File: config.mk
export PLATFORM = sky130hd
export DESIGN_NAME = rx_mac_top
export DESIGN_NICKNAME = d
export VERILOG_FILES = /design/src/code_defs_pkg.sv /design/src/rx_mac_top.sv /design/src/rx_mac.sv /design/src/rx_crc32.sv
export SDC_FILE = /design/constraint.sdc
export NUM_CORES = 1
export LEC_CHECK = 0
export BUFFER_PORTS_ARGS = -buffer_cell sky130_fd_sc_hd__buf_2
export CAP_MARGIN = 20
export CELL_PAD_IN_SITES_DETAIL_PLACEMENT = 1
export CELL_PAD_IN_SITES_GLOBAL_PLACEMENT = 1
export CORE_ASPECT_RATIO = 0.9
export CORE_UTILIZATION = 53
export CTS_CLUSTER_SIZE = 25
export DETAILED_ROUTE_END_ITERATION = 6
export HOLD_SLACK_MARGIN = 0.15
export PLACE_DENSITY_LB_ADDON = 0.15
export SLEW_MARGIN = 40
export SYNTH_ARGS = -nofsm -noshare
export SYNTH_HDL_FRONTEND = slang
export SYNTH_SLANG_ARGS = --single-unit
File: constraint.sdc
create_clock -name rx_clk -period 14.1 [get_ports rx_clk]
set_input_delay 0.705 -clock rx_clk [delete_from_list [all_inputs] [get_ports rx_clk]]
set_output_delay 0.705 -clock rx_clk [all_outputs]
set_load 0.005 [all_outputs]
File: src/code_defs_pkg.sv
package code_defs_pkg;

    // XGMII word geometry
    localparam int DATA_WIDTH = 32;
    localparam int DATA_NBYTES = DATA_WIDTH / 8;

    // Control characters, valid with the lane control flag set
    localparam logic [7:0] XGMII_IDLE = 8'h07;
    localparam logic [7:0] XGMII_START = 8'hFB;
    localparam logic [7:0] XGMII_TERM = 8'hFD;
    localparam logic [7:0] XGMII_ERROR = 8'hFE;

    localparam logic [7:0] PREAMBLE_BYTE = 8'h55;
    localparam logic [7:0] SFD_BYTE = 8'hD5;

    localparam int MIN_PAYLOAD_SIZE = 46;
    localparam int FCS_BYTES = 4;
    // Payload plus 14 header bytes plus FCS
    localparam logic [15:0] MIN_FRAME_SIZE = 16'(MIN_PAYLOAD_SIZE + 14 + FCS_BYTES);

    // Reflected CRC-32 as used for the Ethernet FCS
    localparam logic [31:0] CRC32_POLY = 32'hEDB88320;
    localparam logic [31:0] CRC32_INIT = 32'hFFFFFFFF;
    localparam logic [31:0] CRC32_RESIDUE = 32'hDEBB20E3;

    // Receive parser states
    localparam logic [1:0] RX_IDLE = 2'd0;
    localparam logic [1:0] RX_PREAMBLE = 2'd1;
    localparam logic [1:0] RX_DATA = 2'd2;
    localparam logic [1:0] RX_DROP = 2'd3;

endpackage
File: src/rx_mac_top.sv
`timescale 1ns/100ps

module rx_mac_top import code_defs_pkg::*; (
    input  logic                   rx_clk,
    input  logic                   rx_reset,
    input  logic [DATA_WIDTH-1:0]  xgmii_rx_data,
    input  logic [DATA_NBYTES-1:0] xgmii_rx_ctl,
    input  logic                   phy_rx_valid,
    input  logic [DATA_NBYTES-1:0] term_loc,
    output logic [DATA_WIDTH-1:0]  m00_axis_tdata,
    output logic [DATA_NBYTES-1:0] m00_axis_tkeep,
    output logic                   m00_axis_tvalid,
    output logic                   m00_axis_tlast,
    output logic                   m00_axis_tuser
);

    logic [DATA_WIDTH-1:0]  rx_tdata;
    logic [DATA_NBYTES-1:0] rx_tkeep;
    logic                   rx_tvalid;
    logic                   rx_tlast;
    logic                   rx_tuser;

    rx_mac u_rx (
        .rx_clk       (rx_clk),
        .rx_reset     (rx_reset),
        .xgmii_rxd    (xgmii_rx_data),
        .xgmii_rxc    (xgmii_rx_ctl),
        .phy_rx_valid (phy_rx_valid),
        .term_loc     (term_loc),
        .rx_tdata     (rx_tdata),
        .rx_tkeep     (rx_tkeep),
        .rx_tvalid    (rx_tvalid),
        .rx_tlast     (rx_tlast),
        .rx_tuser     (rx_tuser)
    );

    // Output stage toward user logic
    always_ff @(posedge rx_clk) begin
        if (rx_reset) begin
            m00_axis_tdata <= '0;
            m00_axis_tkeep <= '0;
            m00_axis_tvalid <= 1'b0;
            m00_axis_tlast <= 1'b0;
            m00_axis_tuser <= 1'b0;
        end else begin
            m00_axis_tdata <= rx_tdata;
            m00_axis_tkeep <= rx_tkeep;
            m00_axis_tvalid <= rx_tvalid;
            m00_axis_tlast <= rx_tlast;
            m00_axis_tuser <= rx_tuser;
        end
    end

endmodule

File: src/rx_mac.sv
`timescale 1ns/100ps

module rx_mac import code_defs_pkg::*; (
    input  logic                   rx_clk,
    input  logic                   rx_reset,
    input  logic [DATA_WIDTH-1:0]  xgmii_rxd,
    input  logic [DATA_NBYTES-1:0] xgmii_rxc,
    input  logic                   phy_rx_valid,
    input  logic [DATA_NBYTES-1:0] term_loc,
    output logic [DATA_WIDTH-1:0]  rx_tdata,
    output logic [DATA_NBYTES-1:0] rx_tkeep,
    output logic                   rx_tvalid,
    output logic                   rx_tlast,
    output logic                   rx_tuser
);

    logic [1:0]             state_q;
    logic [15:0]            len_q;
    logic                   err_q;
    logic [DATA_WIDTH-1:0]  buf0_q;
    logic [DATA_WIDTH-1:0]  buf1_q;
    logic [1:0]             buf_cnt_q;
    logic                   fin_q;
    logic [DATA_WIDTH-1:0]  fin_data_q;
    logic [DATA_NBYTES-1:0] fin_keep_q;
    logic                   fin_err_q;
    logic                   fin_short_q;

    logic                   is_start;
    logic                   pre_ok;
    logic                   sfd_ok;
    logic                   term_hit;
    logic [DATA_NBYTES-1:0] term_mask;
    logic                   in_data;
    logic                   restart;
    logic                   close_term;
    logic                   plain;
    logic [DATA_NBYTES-1:0] lane_mask;
    logic                   has_tail;
    logic                   word_err;
    logic [15:0]            len_next;
    logic                   fin_set;
    logic                   emit_buf0;
    logic                   crc_clear;
    logic                   crc_ok;

    assign is_start = xgmii_rxc[0] && xgmii_rxd[7:0] == XGMII_START;
    assign pre_ok = xgmii_rxc == 4'b0001 && xgmii_rxd[31:8] == {3{PREAMBLE_BYTE}};
    assign sfd_ok = xgmii_rxc == '0 &&
                    xgmii_rxd == {SFD_BYTE, PREAMBLE_BYTE, PREAMBLE_BYTE, PREAMBLE_BYTE};

    // Terminate needs both the PHY lane marker and the control code
    always_comb begin
        term_hit = 1'b0;
        for (int i = 0; i < DATA_NBYTES; i++) begin
            if (term_loc[i] && xgmii_rxc[i] && xgmii_rxd[8*i +: 8] == XGMII_TERM) begin
                term_hit = 1'b1;
            end
        end
    end

    // Lanes below the terminate hold frame bytes
    assign term_mask = term_loc - 1'b1;

    assign in_data = phy_rx_valid && state_q == RX_DATA;
    assign restart = in_data && is_start;
    assign close_term = in_data && !is_start && term_hit;
    assign plain = in_data && !is_start && !term_hit;

    assign lane_mask = restart ? '0 : term_mask;
    assign has_tail = |lane_mask;
    assign word_err = restart || (plain ? |xgmii_rxc : |(xgmii_rxc & term_mask));
    assign len_next = len_q + (plain ? 16'(DATA_NBYTES) : 16'($countones(lane_mask)));

    // Closing word: last four bytes before it are FCS and stay in the buffer
    assign fin_set = (restart || close_term) &&
                     (buf_cnt_q == 2'd2 || (buf_cnt_q == 2'd1 && has_tail));
    assign emit_buf0 = buf_cnt_q == 2'd2 && (plain || (close_term && has_tail));

    assign crc_clear = phy_rx_valid && is_start && (state_q == RX_IDLE || state_q == RX_DATA);

    rx_crc32 u_crc (
        .rx_clk   (rx_clk),
        .rx_reset (rx_reset),
        .clear    (crc_clear),
        .step     (plain || close_term),
        .data     (xgmii_rxd),
        .byte_en  (plain ? '1 : term_mask),
        .crc_ok   (crc_ok)
    );

    always_ff @(posedge rx_clk) begin
        if (rx_reset) begin
            state_q <= RX_IDLE;
            len_q <= '0;
            err_q <= 1'b0;
            buf_cnt_q <= '0;
            fin_q <= 1'b0;
        end else begin
            fin_q <= fin_set;
            if (phy_rx_valid) begin
                case (state_q)
                    RX_IDLE: begin
                        if (is_start) begin
                            state_q <= pre_ok ? RX_PREAMBLE : RX_DROP;
                            len_q <= '0;
                            err_q <= 1'b0;
                        end
                    end
                    RX_PREAMBLE: state_q <= sfd_ok ? RX_DATA : RX_DROP;
                    RX_DATA: begin
                        if (restart) begin
                            state_q <= pre_ok ? RX_PREAMBLE : RX_DROP;
                            len_q <= '0;
                            err_q <= 1'b0;
                            buf_cnt_q <= '0;
                        end else if (close_term) begin
                            state_q <= RX_IDLE;
                            buf_cnt_q <= '0;
                        end else begin
                            len_q <= len_next;
                            err_q <= err_q | word_err;
                            if (buf_cnt_q != 2'd2) begin
                                buf_cnt_q <= buf_cnt_q + 1'b1;
                            end
                        end
                    end
                    default: begin
                        // Dropped frame waits for its end or line idle
                        if (term_hit || &xgmii_rxc) begin
                            state_q <= RX_IDLE;
                        end
                    end
                endcase
            end
        end
    end

    always_ff @(posedge rx_clk) begin
        if (plain) begin
            buf0_q <= buf1_q;
            buf1_q <= xgmii_rxd;
        end
        if (fin_set) begin
            fin_data_q <= (buf_cnt_q == 2'd2 && !has_tail) ? buf0_q : buf1_q;
            fin_keep_q <= has_tail ? lane_mask : '1;
            fin_err_q <= err_q | word_err;
            fin_short_q <= len_next < MIN_FRAME_SIZE;
        end
    end

    // crc_ok already covers the closing word when the last beat goes out
    always_ff @(posedge rx_clk) begin
        if (rx_reset) begin
            rx_tdata <= '0;
            rx_tkeep <= '0;
            rx_tvalid <= 1'b0;
            rx_tlast <= 1'b0;
            rx_tuser <= 1'b0;
        end else begin
            rx_tvalid <= fin_q | emit_buf0;
            rx_tlast <= fin_q;
            rx_tuser <= fin_q & (fin_err_q | fin_short_q | !crc_ok);
            if (fin_q) begin
                rx_tdata <= fin_data_q;
                rx_tkeep <= fin_keep_q;
            end else if (emit_buf0) begin
                rx_tdata <= buf0_q;
                rx_tkeep <= '1;
            end
        end
    end

endmodule

File: src/rx_crc32.sv
`timescale 1ns/100ps

module rx_crc32 import code_defs_pkg::*; (
    input  logic                   rx_clk,
    input  logic                   rx_reset,
    input  logic                   clear,
    input  logic                   step,
    input  logic [DATA_WIDTH-1:0]  data,
    input  logic [DATA_NBYTES-1:0] byte_en,
    output logic                   crc_ok
);

    // Held complemented, so the register reads as the FCS sent on the wire
    logic [31:0] crc_q;
    logic [31:0] crc_next;

    // One byte, LSB first
    function automatic logic [31:0] crc_byte(input logic [31:0] crc, input logic [7:0] b);
        logic [31:0] c;
        c = crc ^ {24'd0, b};
        for (int i = 0; i < 8; i++) begin
            if (c[0]) begin
                c = (c >> 1) ^ CRC32_POLY;
            end else begin
                c = c >> 1;
            end
        end
        return c;
    endfunction

    // Lane 0 is first on the wire
    always_comb begin
        crc_next = ~crc_q;
        for (int lane = 0; lane < DATA_NBYTES; lane++) begin
            if (byte_en[lane]) begin
                crc_next = crc_byte(crc_next, data[8*lane +: 8]);
            end
        end
    end

    always_ff @(posedge rx_clk) begin
        if (rx_reset || clear) begin
            crc_q <= ~CRC32_INIT;
        end else if (step) begin
            crc_q <= ~crc_next;
        end
    end

    // Residue after the FCS itself has been folded in
    assign crc_ok = ~crc_q == CRC32_RESIDUE;

endmodule

==> results of run 1 <==
==> layout make-up <==
type                            instances  area (um2)  area share (%)
Tap cell                              348         435            2.70
Clock inverter                         13         239            1.48
Clock buffer                           33         707            4.38
Timing Repair Buffer                   98         544            3.37
Multi-Input combinational cell       1073        8400            52.1
Antenna cell                            1        2.50          0.0155
Inverter                               25        93.8           0.582
Sequential cell                       234        5710            35.4
==> report_power, final <==
group / switching [mW] / internal (mW)
Sequential: 0.000775 / 0.704
Combinational: 0.852 / 0.668
Clock: 0.293 / 0.466
==> layout by cell type (no fill, tap or decap), drive strengths merged, types with 26 or more instances in the layout <==
cell | netlist | routed
dfxtp | 132 | 132
nand2 | 85 | 85
xnor2 | 184 | 184
mux2 | 37 | 37
a21oi | 101 | 101
inv | 25 | 26
mux2i | 68 | 68
nor2b | 42 | 42
clkbuf | 51 | 34
nor2 | 159 | 159
buf | 23 | 97
o21ai | 57 | 57
edfxtp | 102 | 102
xor2 | 88 | 88
==> worst max-delay path, delay by kind of cell <==
family | cells | cell delay [ps]
AO/OA/AOI/OAI | 7 | 2830
XOR/XNOR | 4 | 1880
AND/OR/NAND/NOR | 5 | 1670
buffers and inverters | 2 | 370
==> final timing paths <==
| check | to | slack (ps) | depth (start not counted) |
|---|---|---|---|
| worst max-delay path | u_rx.u_crc.crc_q[25] | 7040 | 18 |
| worst min-delay path | u_rx.buf1_q[8] | 390 | 1 |
| worst max register to register | u_rx.u_crc.crc_q[25] | 7330 | 17 |
| worst min register to register | u_rx.buf0_q[3] | 450 | 0 |
==> per-stage QoR <==
step / setup slack [ps] / instances / power, mW
global route: 6780 / 1825 / 3.09
detailed placement: 6780 / 1777 / 2.20
finish: 7040 / 1825 / 2.98
global placement: 6610 / 1776 / 2.17
floorplan: 8520 / 1406 / 1.87
CTS: 7130 / 1823 / 2.97
==> flip-flops by register name, indices dropped and copies added (netlist names), 2 cells and up <==
signal            cells
u_rx.len_q           16
m00_axis_tdata       32
u_rx.u_crc.crc_q     32
u_rx.fin_data_q      32
u_rx.buf0_q          32
u_rx.rx_tkeep         4
u_rx.fin_keep_q       4
u_rx.state_q          2
u_rx.rx_tdata        32
u_rx.buf1_q          32
m00_axis_tkeep        4
u_rx.buf_cnt_q        2
==> routing by layer <==
layer  global-route usage [%]  wire [um]
met5                        0          0
met2                     57.4      22500
met3                     4.56       3180
met1                     45.3      20200
met4                     14.7       2090
==> cells by family (layout without fill, tap and decap cells) <==
logic type / after synthesis / in the layout / synth area share [%]
buf+inv: 99 / 169 / 2.81
mux: 105 / 105 / 8.15
xor+xnor: 300 / 300 / 23.5
other cells: 0 / 1 / 0
simple gates: 403 / 403 / 13.6
fa+ha+maj: 13 / 13 / 1.23
compound gates: 252 / 252 / 11.2
flops: 234 / 234 / 39.5
==> impl_metrics.ini, run 1 <==
[setup_path]
crit_slowest_cell = a2111oi_1
endpoint_kind = flop
cp_slowest_stage_delay_ps = 630
start_kind = input pin
r2r-start = u_rx.state_q[0]
crit_fanout = 17
crit_top_cell = xnor3_1
crit_type = input pin to flop
cp-startpoint = xgmii_rx_data[30]
path_cells = buf_2 -> nand4_1 -> nor4_1 -> or4_1 -> o21ai_4 -> buf_8 -> a211o_1 -> a211oi_2 -> nor2_1 -> a2111oi_1 -> o2111ai_2 -> xnor3_1 -> o21ai_1 -> xor2_2 -> xor2_4 -> xnor3_1 -> o211ai_1 -> nand2_1
required_ps = 14520
cp.arrival_ps = 7490

[clock_network]
cts.path.max_buffers = 3
cts_resized = 0
cts_htree_levels = 1
clock_sinks = 234
worstSkewPairLatency_ps = 550
cts-root-buf = clkbuf_16
cts_setup_buffers = 0
clk_pin_slew_ps = 70
cts_tree = done
cts_hold_buf = 0
cts_buffers = 25

[floorplanning]
num_rows = 56
core_area_um2 = 26400
initial_core_util_pct = 54.7
die_h_um = 159
die-area_um2 = 27900
dieWidth_um = 176
ios = 82

[cells_and_area]
area_growth_pct = 11.6
drive_gt1_share_pct = 17.2
fill_cells = 2859
fin_nets = 1513
final_util_pct = 61.1
fin_area_um2 = 16100

[timing]
grt_setup_unrepaired = no
worst_slew_pin_slew_ps = 864
whs_ps = 394
finClkSkew_ps = 23.2
period_minus_slack_ps = 7060
hold_viol = 0
fmax_mhz = 142
drv_slew = 0
finalSetupViolations = 0
tns_ps = 0
period_share_pct = 50.1
slew-limit-headroom_pct = 42.0

[yosys]
synth_top_cells_by_count = nor2_1 (159), xnor2_1 (158), dfxtp_1 (132), edfxtp_1 (102), a21oi_1 (101)
synth_top_cells_by_area = edfxtp_1 (21%), dfxtp_1 (18%), xnor2_1 (9.6%)
synth.distinct_cells = 87
async_flop_share_pct = 0
syn_avg_cell_area_um2 = 10.3
ys_seq_area_share_pct = 39.5
syn_area_um2 = 14500
synth-seq-cells = 234
netlist_instances = 1406
synthesis.nets = 1462
synth_most_common_cell = nor2_1
ys_warn_count = 0
synth_top_area_share_pct = 21.2
synth_top_cell_by_area = edfxtp_1
synth_edf_count = 102
ys.flop_type = dfxtp_1

[route]
wire_per_inst_um = 26.3
drtIter0Drc = 912
viasPerCell = 6.14
totalWireLength_um = 48000
vias = 11203
dr.pass1.iters = 5
antenna_left = 0
drc = 0

[min_path]
min-delay-start = xgmii_rx_data[8]
hold_path.class = input pin to flop

[grt]
grt_use_total_pct = 34.5
grt_pass1_wl_um = 71600
grt_pass1_vias = 11608
antenna_found_initial = 1
grt_overflow = 0
grt_max_degree = 66

[place]
io_buffers = 81
gp_congestion = 0.982
dp_hpwl_um = 34500
dpl_cell_area_um2 = 15100

[power_and_ir_drop]
power_density_nw_per_um2 = 185
power.leakage_nw = 6.40
vdd_drop_max_mv = 0.224

[run]
drv_cap = 0

[outcome]
status = finished clean
Power figures use the tool's default switching activity.
==> run 2, diff against run 1 <==
--- a/config.mk
+++ b/config.mk
@@ -5,12 +5,13 @@
 export SDC_FILE = /design/constraint.sdc
 export NUM_CORES = 1
 export LEC_CHECK = 0
+export ABC_AREA = 1
 export BUFFER_PORTS_ARGS = -buffer_cell sky130_fd_sc_hd__buf_2
 export CAP_MARGIN = 20
 export CELL_PAD_IN_SITES_DETAIL_PLACEMENT = 1
 export CELL_PAD_IN_SITES_GLOBAL_PLACEMENT = 1
 export CORE_ASPECT_RATIO = 0.9
-export CORE_UTILIZATION = 53
+export CORE_UTILIZATION = 41
 export CTS_CLUSTER_SIZE = 25
 export DETAILED_ROUTE_END_ITERATION = 6
 export HOLD_SLACK_MARGIN = 0.15
==> constraint.sdc (replaced) <==
create_clock -name rx_clk -period 6.1 [get_ports rx_clk]
set_input_delay 0.305 -clock rx_clk [delete_from_list [all_inputs] [get_ports rx_clk]]
set_output_delay 0.305 -clock rx_clk [all_outputs]
set_load 0.005 [all_outputs]
==> run 2 against run 1 <==
  * Sequential power grew 140%
  * Worst hold slack worse by 200 ps
  * Utilization fell by 13 points
  * Die area increased by 35%
  * Via count increased by 33%
  * Clock power grew 110%
  * Non-clock buffer count grew 37
  * Cell area up 7.2%
  * Clock skew is 6.5 ps lower
  * Sequential share of layout area fell by 2.4 points
  * Total power increased by 73%
  * Count of clock-buffer cells in the layout grew 1
==> impl_metrics.ini, run 2 <==
[route]
drtIter0Drc = 994
antenna_left = 0
viasPerCell = 5.41
totalWireLength_um = 56900
drc = 0
dr.pass1.iters = 5
vias = 14870
wire_per_inst_um = 20.7

[place]
dp_hpwl_um = 44700
io_buffers = 81
gp_congestion = 0.943
dp.cells = 2669
dpl_cell_area_um2 = 16100

[clock_network]
cts-root-buf = clkbuf_16
clock_sinks = 234
cts.path.max_buffers = 3
cts_htree_levels = 1
clk_pin_slew_ps = 60
cts_resized = 0
cts_tree = done
cts_buffers = 25
worstSkewPairLatency_ps = 550

[yosys]
syn_area_um2 = 15200
synth_top_cell_by_area = edfxtp_1
synth-seq-cells = 234
ys_warn_count = 0
synth_top_cells_by_area = edfxtp_1 (20%), nand2_1 (19%), dfxtp_1 (17%)
synth_edf_count = 102
synth_most_common_cell = nand2_1
ys.flop_type = dfxtp_1
netlist_instances = 2150
synth_top_cells_by_count = nand2_1 (772), nand3_1 (210), inv_1 (190), dfxtp_1 (132), nor2_1 (118)
ys_seq_area_share_pct = 37.6
syn_avg_cell_area_um2 = 7.06
synthesis.nets = 2206
synth.distinct_cells = 54
async_flop_share_pct = 0
synth_top_area_share_pct = 20.2

[timing]
slew-limit-headroom_pct = 46.8
grt_setup_unrepaired = no
hold_viol = 0
worst_slew_pin_slew_ps = 789
period_minus_slack_ps = 5230
tns_ps = 0
period_share_pct = 85.8
finalSetupViolations = 0
fmax_mhz = 191
finClkSkew_ps = 16.7
drv_slew = 0

[setup_path]
critPathTopFamily = simple AND/OR/NAND/NOR gates
endpoint_kind = flop
start_kind = input pin
crit_slowest_cell = dlygate4sd3_1
crit_type = input pin to flop
cp.arrival_ps = 5650
crit_fanout = 40
crit_top_cell = nand2_1
critPathBufInv = 7
required_ps = 6510
cp_slowest_stage_delay_ps = 550

[grt]
grt_use_total_pct = 29.9
grt_pass1_wl_um = 85500
antenna_found_initial = 0
grt_pass1_vias = 14687
grt_max_degree = 53
grt_overflow = 0

[power_and_ir_drop]
p_total_mw = 5.16
vdd_drop_max_mv = 0.142
power_density_nw_per_um2 = 299
power.leakage_nw = 7.75

[cells_and_area]
fin_nets = 2307
fin_area_um2 = 17300
mostFrequentLayoutCell = nand2_1
finalNonFillerCells = 2747
area_growth_pct = 13.8
final_util_pct = 47.6
mostFrequentLayoutCells = nand2_1 (772), nand3_1 (210), inv_1 (189), dfxtp_1 (132), nor2_1 (116)
drive_gt1_share_pct = 13.5

[floorplanning]
die-area_um2 = 37800
core_area_um2 = 36300
num_rows = 66
dieWidth_um = 205
ios = 82
initial_core_util_pct = 41.8
die_h_um = 185

[outcome]
status = finished clean

[min_path]
hold_path.class = input pin to flop

[run]
drv_cap = 0
-- run 2: cell count changes in the layout (fill, tap and decap cells not counted), moves of 41 or more --
cell     change
nand2_1    +687
nand3_1    +196
inv_1      +165
xnor2_1    -121
nand2_2     +62
mux2i_1     -60
nor2b_1     -42
nor2_1      -41
-- run 2: metal layers --
metal	global-route usage, %	vias up	wire length [um]
li1	-	7158	-
met1	39.4	7239	25300
met2	49.5	372	26300
met3	4.35	101	3300
met4	11.2	0	2060
met5	0	-	0
-- run 2: kinds of logic (layout without fill, tap and decap cells) --
logic type,Yosys count,count (layout),synth area share (%)
simple gates,1256,1256,36.1
buf+inv,274,394,7.09
flops,234,234,37.6
compound gates,211,211,8.06
xor+xnor,133,133,7.82
mux,29,29,2.15
fa+ha+maj,13,13,1.17
other cells,0,1,0
-- run 2: final cells by class --
cell class | instances | area (um2)
fillers | 4689 | 19000
multi-input cells | 1642 | 8420
flip-flops and latches | 234 | 5710
repair buffers | 135 | 891
inverters | 213 | 802
clock buffers | 34 | 742
well taps | 476 | 596
clock inverters | 12 | 125
diodes | 1 | 2.50
-- run 2: worst paths after layout --
| path | from | endpoint | slack (ps) | depth (start not counted) |
|---|---|---|---|---|
| setup / recovery | xgmii_rx_data[2] | u_rx.u_crc.crc_q[16] | 870 | 39 |
| hold reg to reg | u_rx.rx_tvalid | m00_axis_tvalid | 410 | 2 |
| hold / removal | rx_reset | m00_axis_tdata[13] | 200 | 2 |
| setup reg to reg | u_rx.state_q[1] | u_rx.u_crc.crc_q[16] | 940 | 35 |
-- run 2: what timing repair did --
action                    4_1_cts  5_1_grt
buffers inserted                0        0
hold buffers                   31        0
hold endpoints to repair       31        0
-- run 2: report_power, final --
group | internal, mW | total (mW) | switching [mW] | leakage, nW
Sequential | 1.65 | 1.66 | 0.0167 | 1.98
Clock | 0.941 | 1.59 | 0.648 | 0.426
Combinational | 0.565 | 1.91 | 1.34 | 5.34
Total | 3.15 | 5.16 | 2.01 | 7.75
-- run 2: worst reg2reg max path, delay by kind of cell (launching register included) --
kind | cells | cell delay (ps)
flops | 1 | 420
simple gates | 30 | 3760
compound gates | 1 | 80
buf+inv | 4 | 770
-- run 2: stage by stage --
stage / hold slack (ps) / worst slack, ps
6_report: 197 / 865
5_1_grt: 210 / 470
4_1_cts: 197 / 966
3_5_place_dp: 402 / 791
2_1_floorplan: 388 / 810
3_3_place_gp: 395 / 908
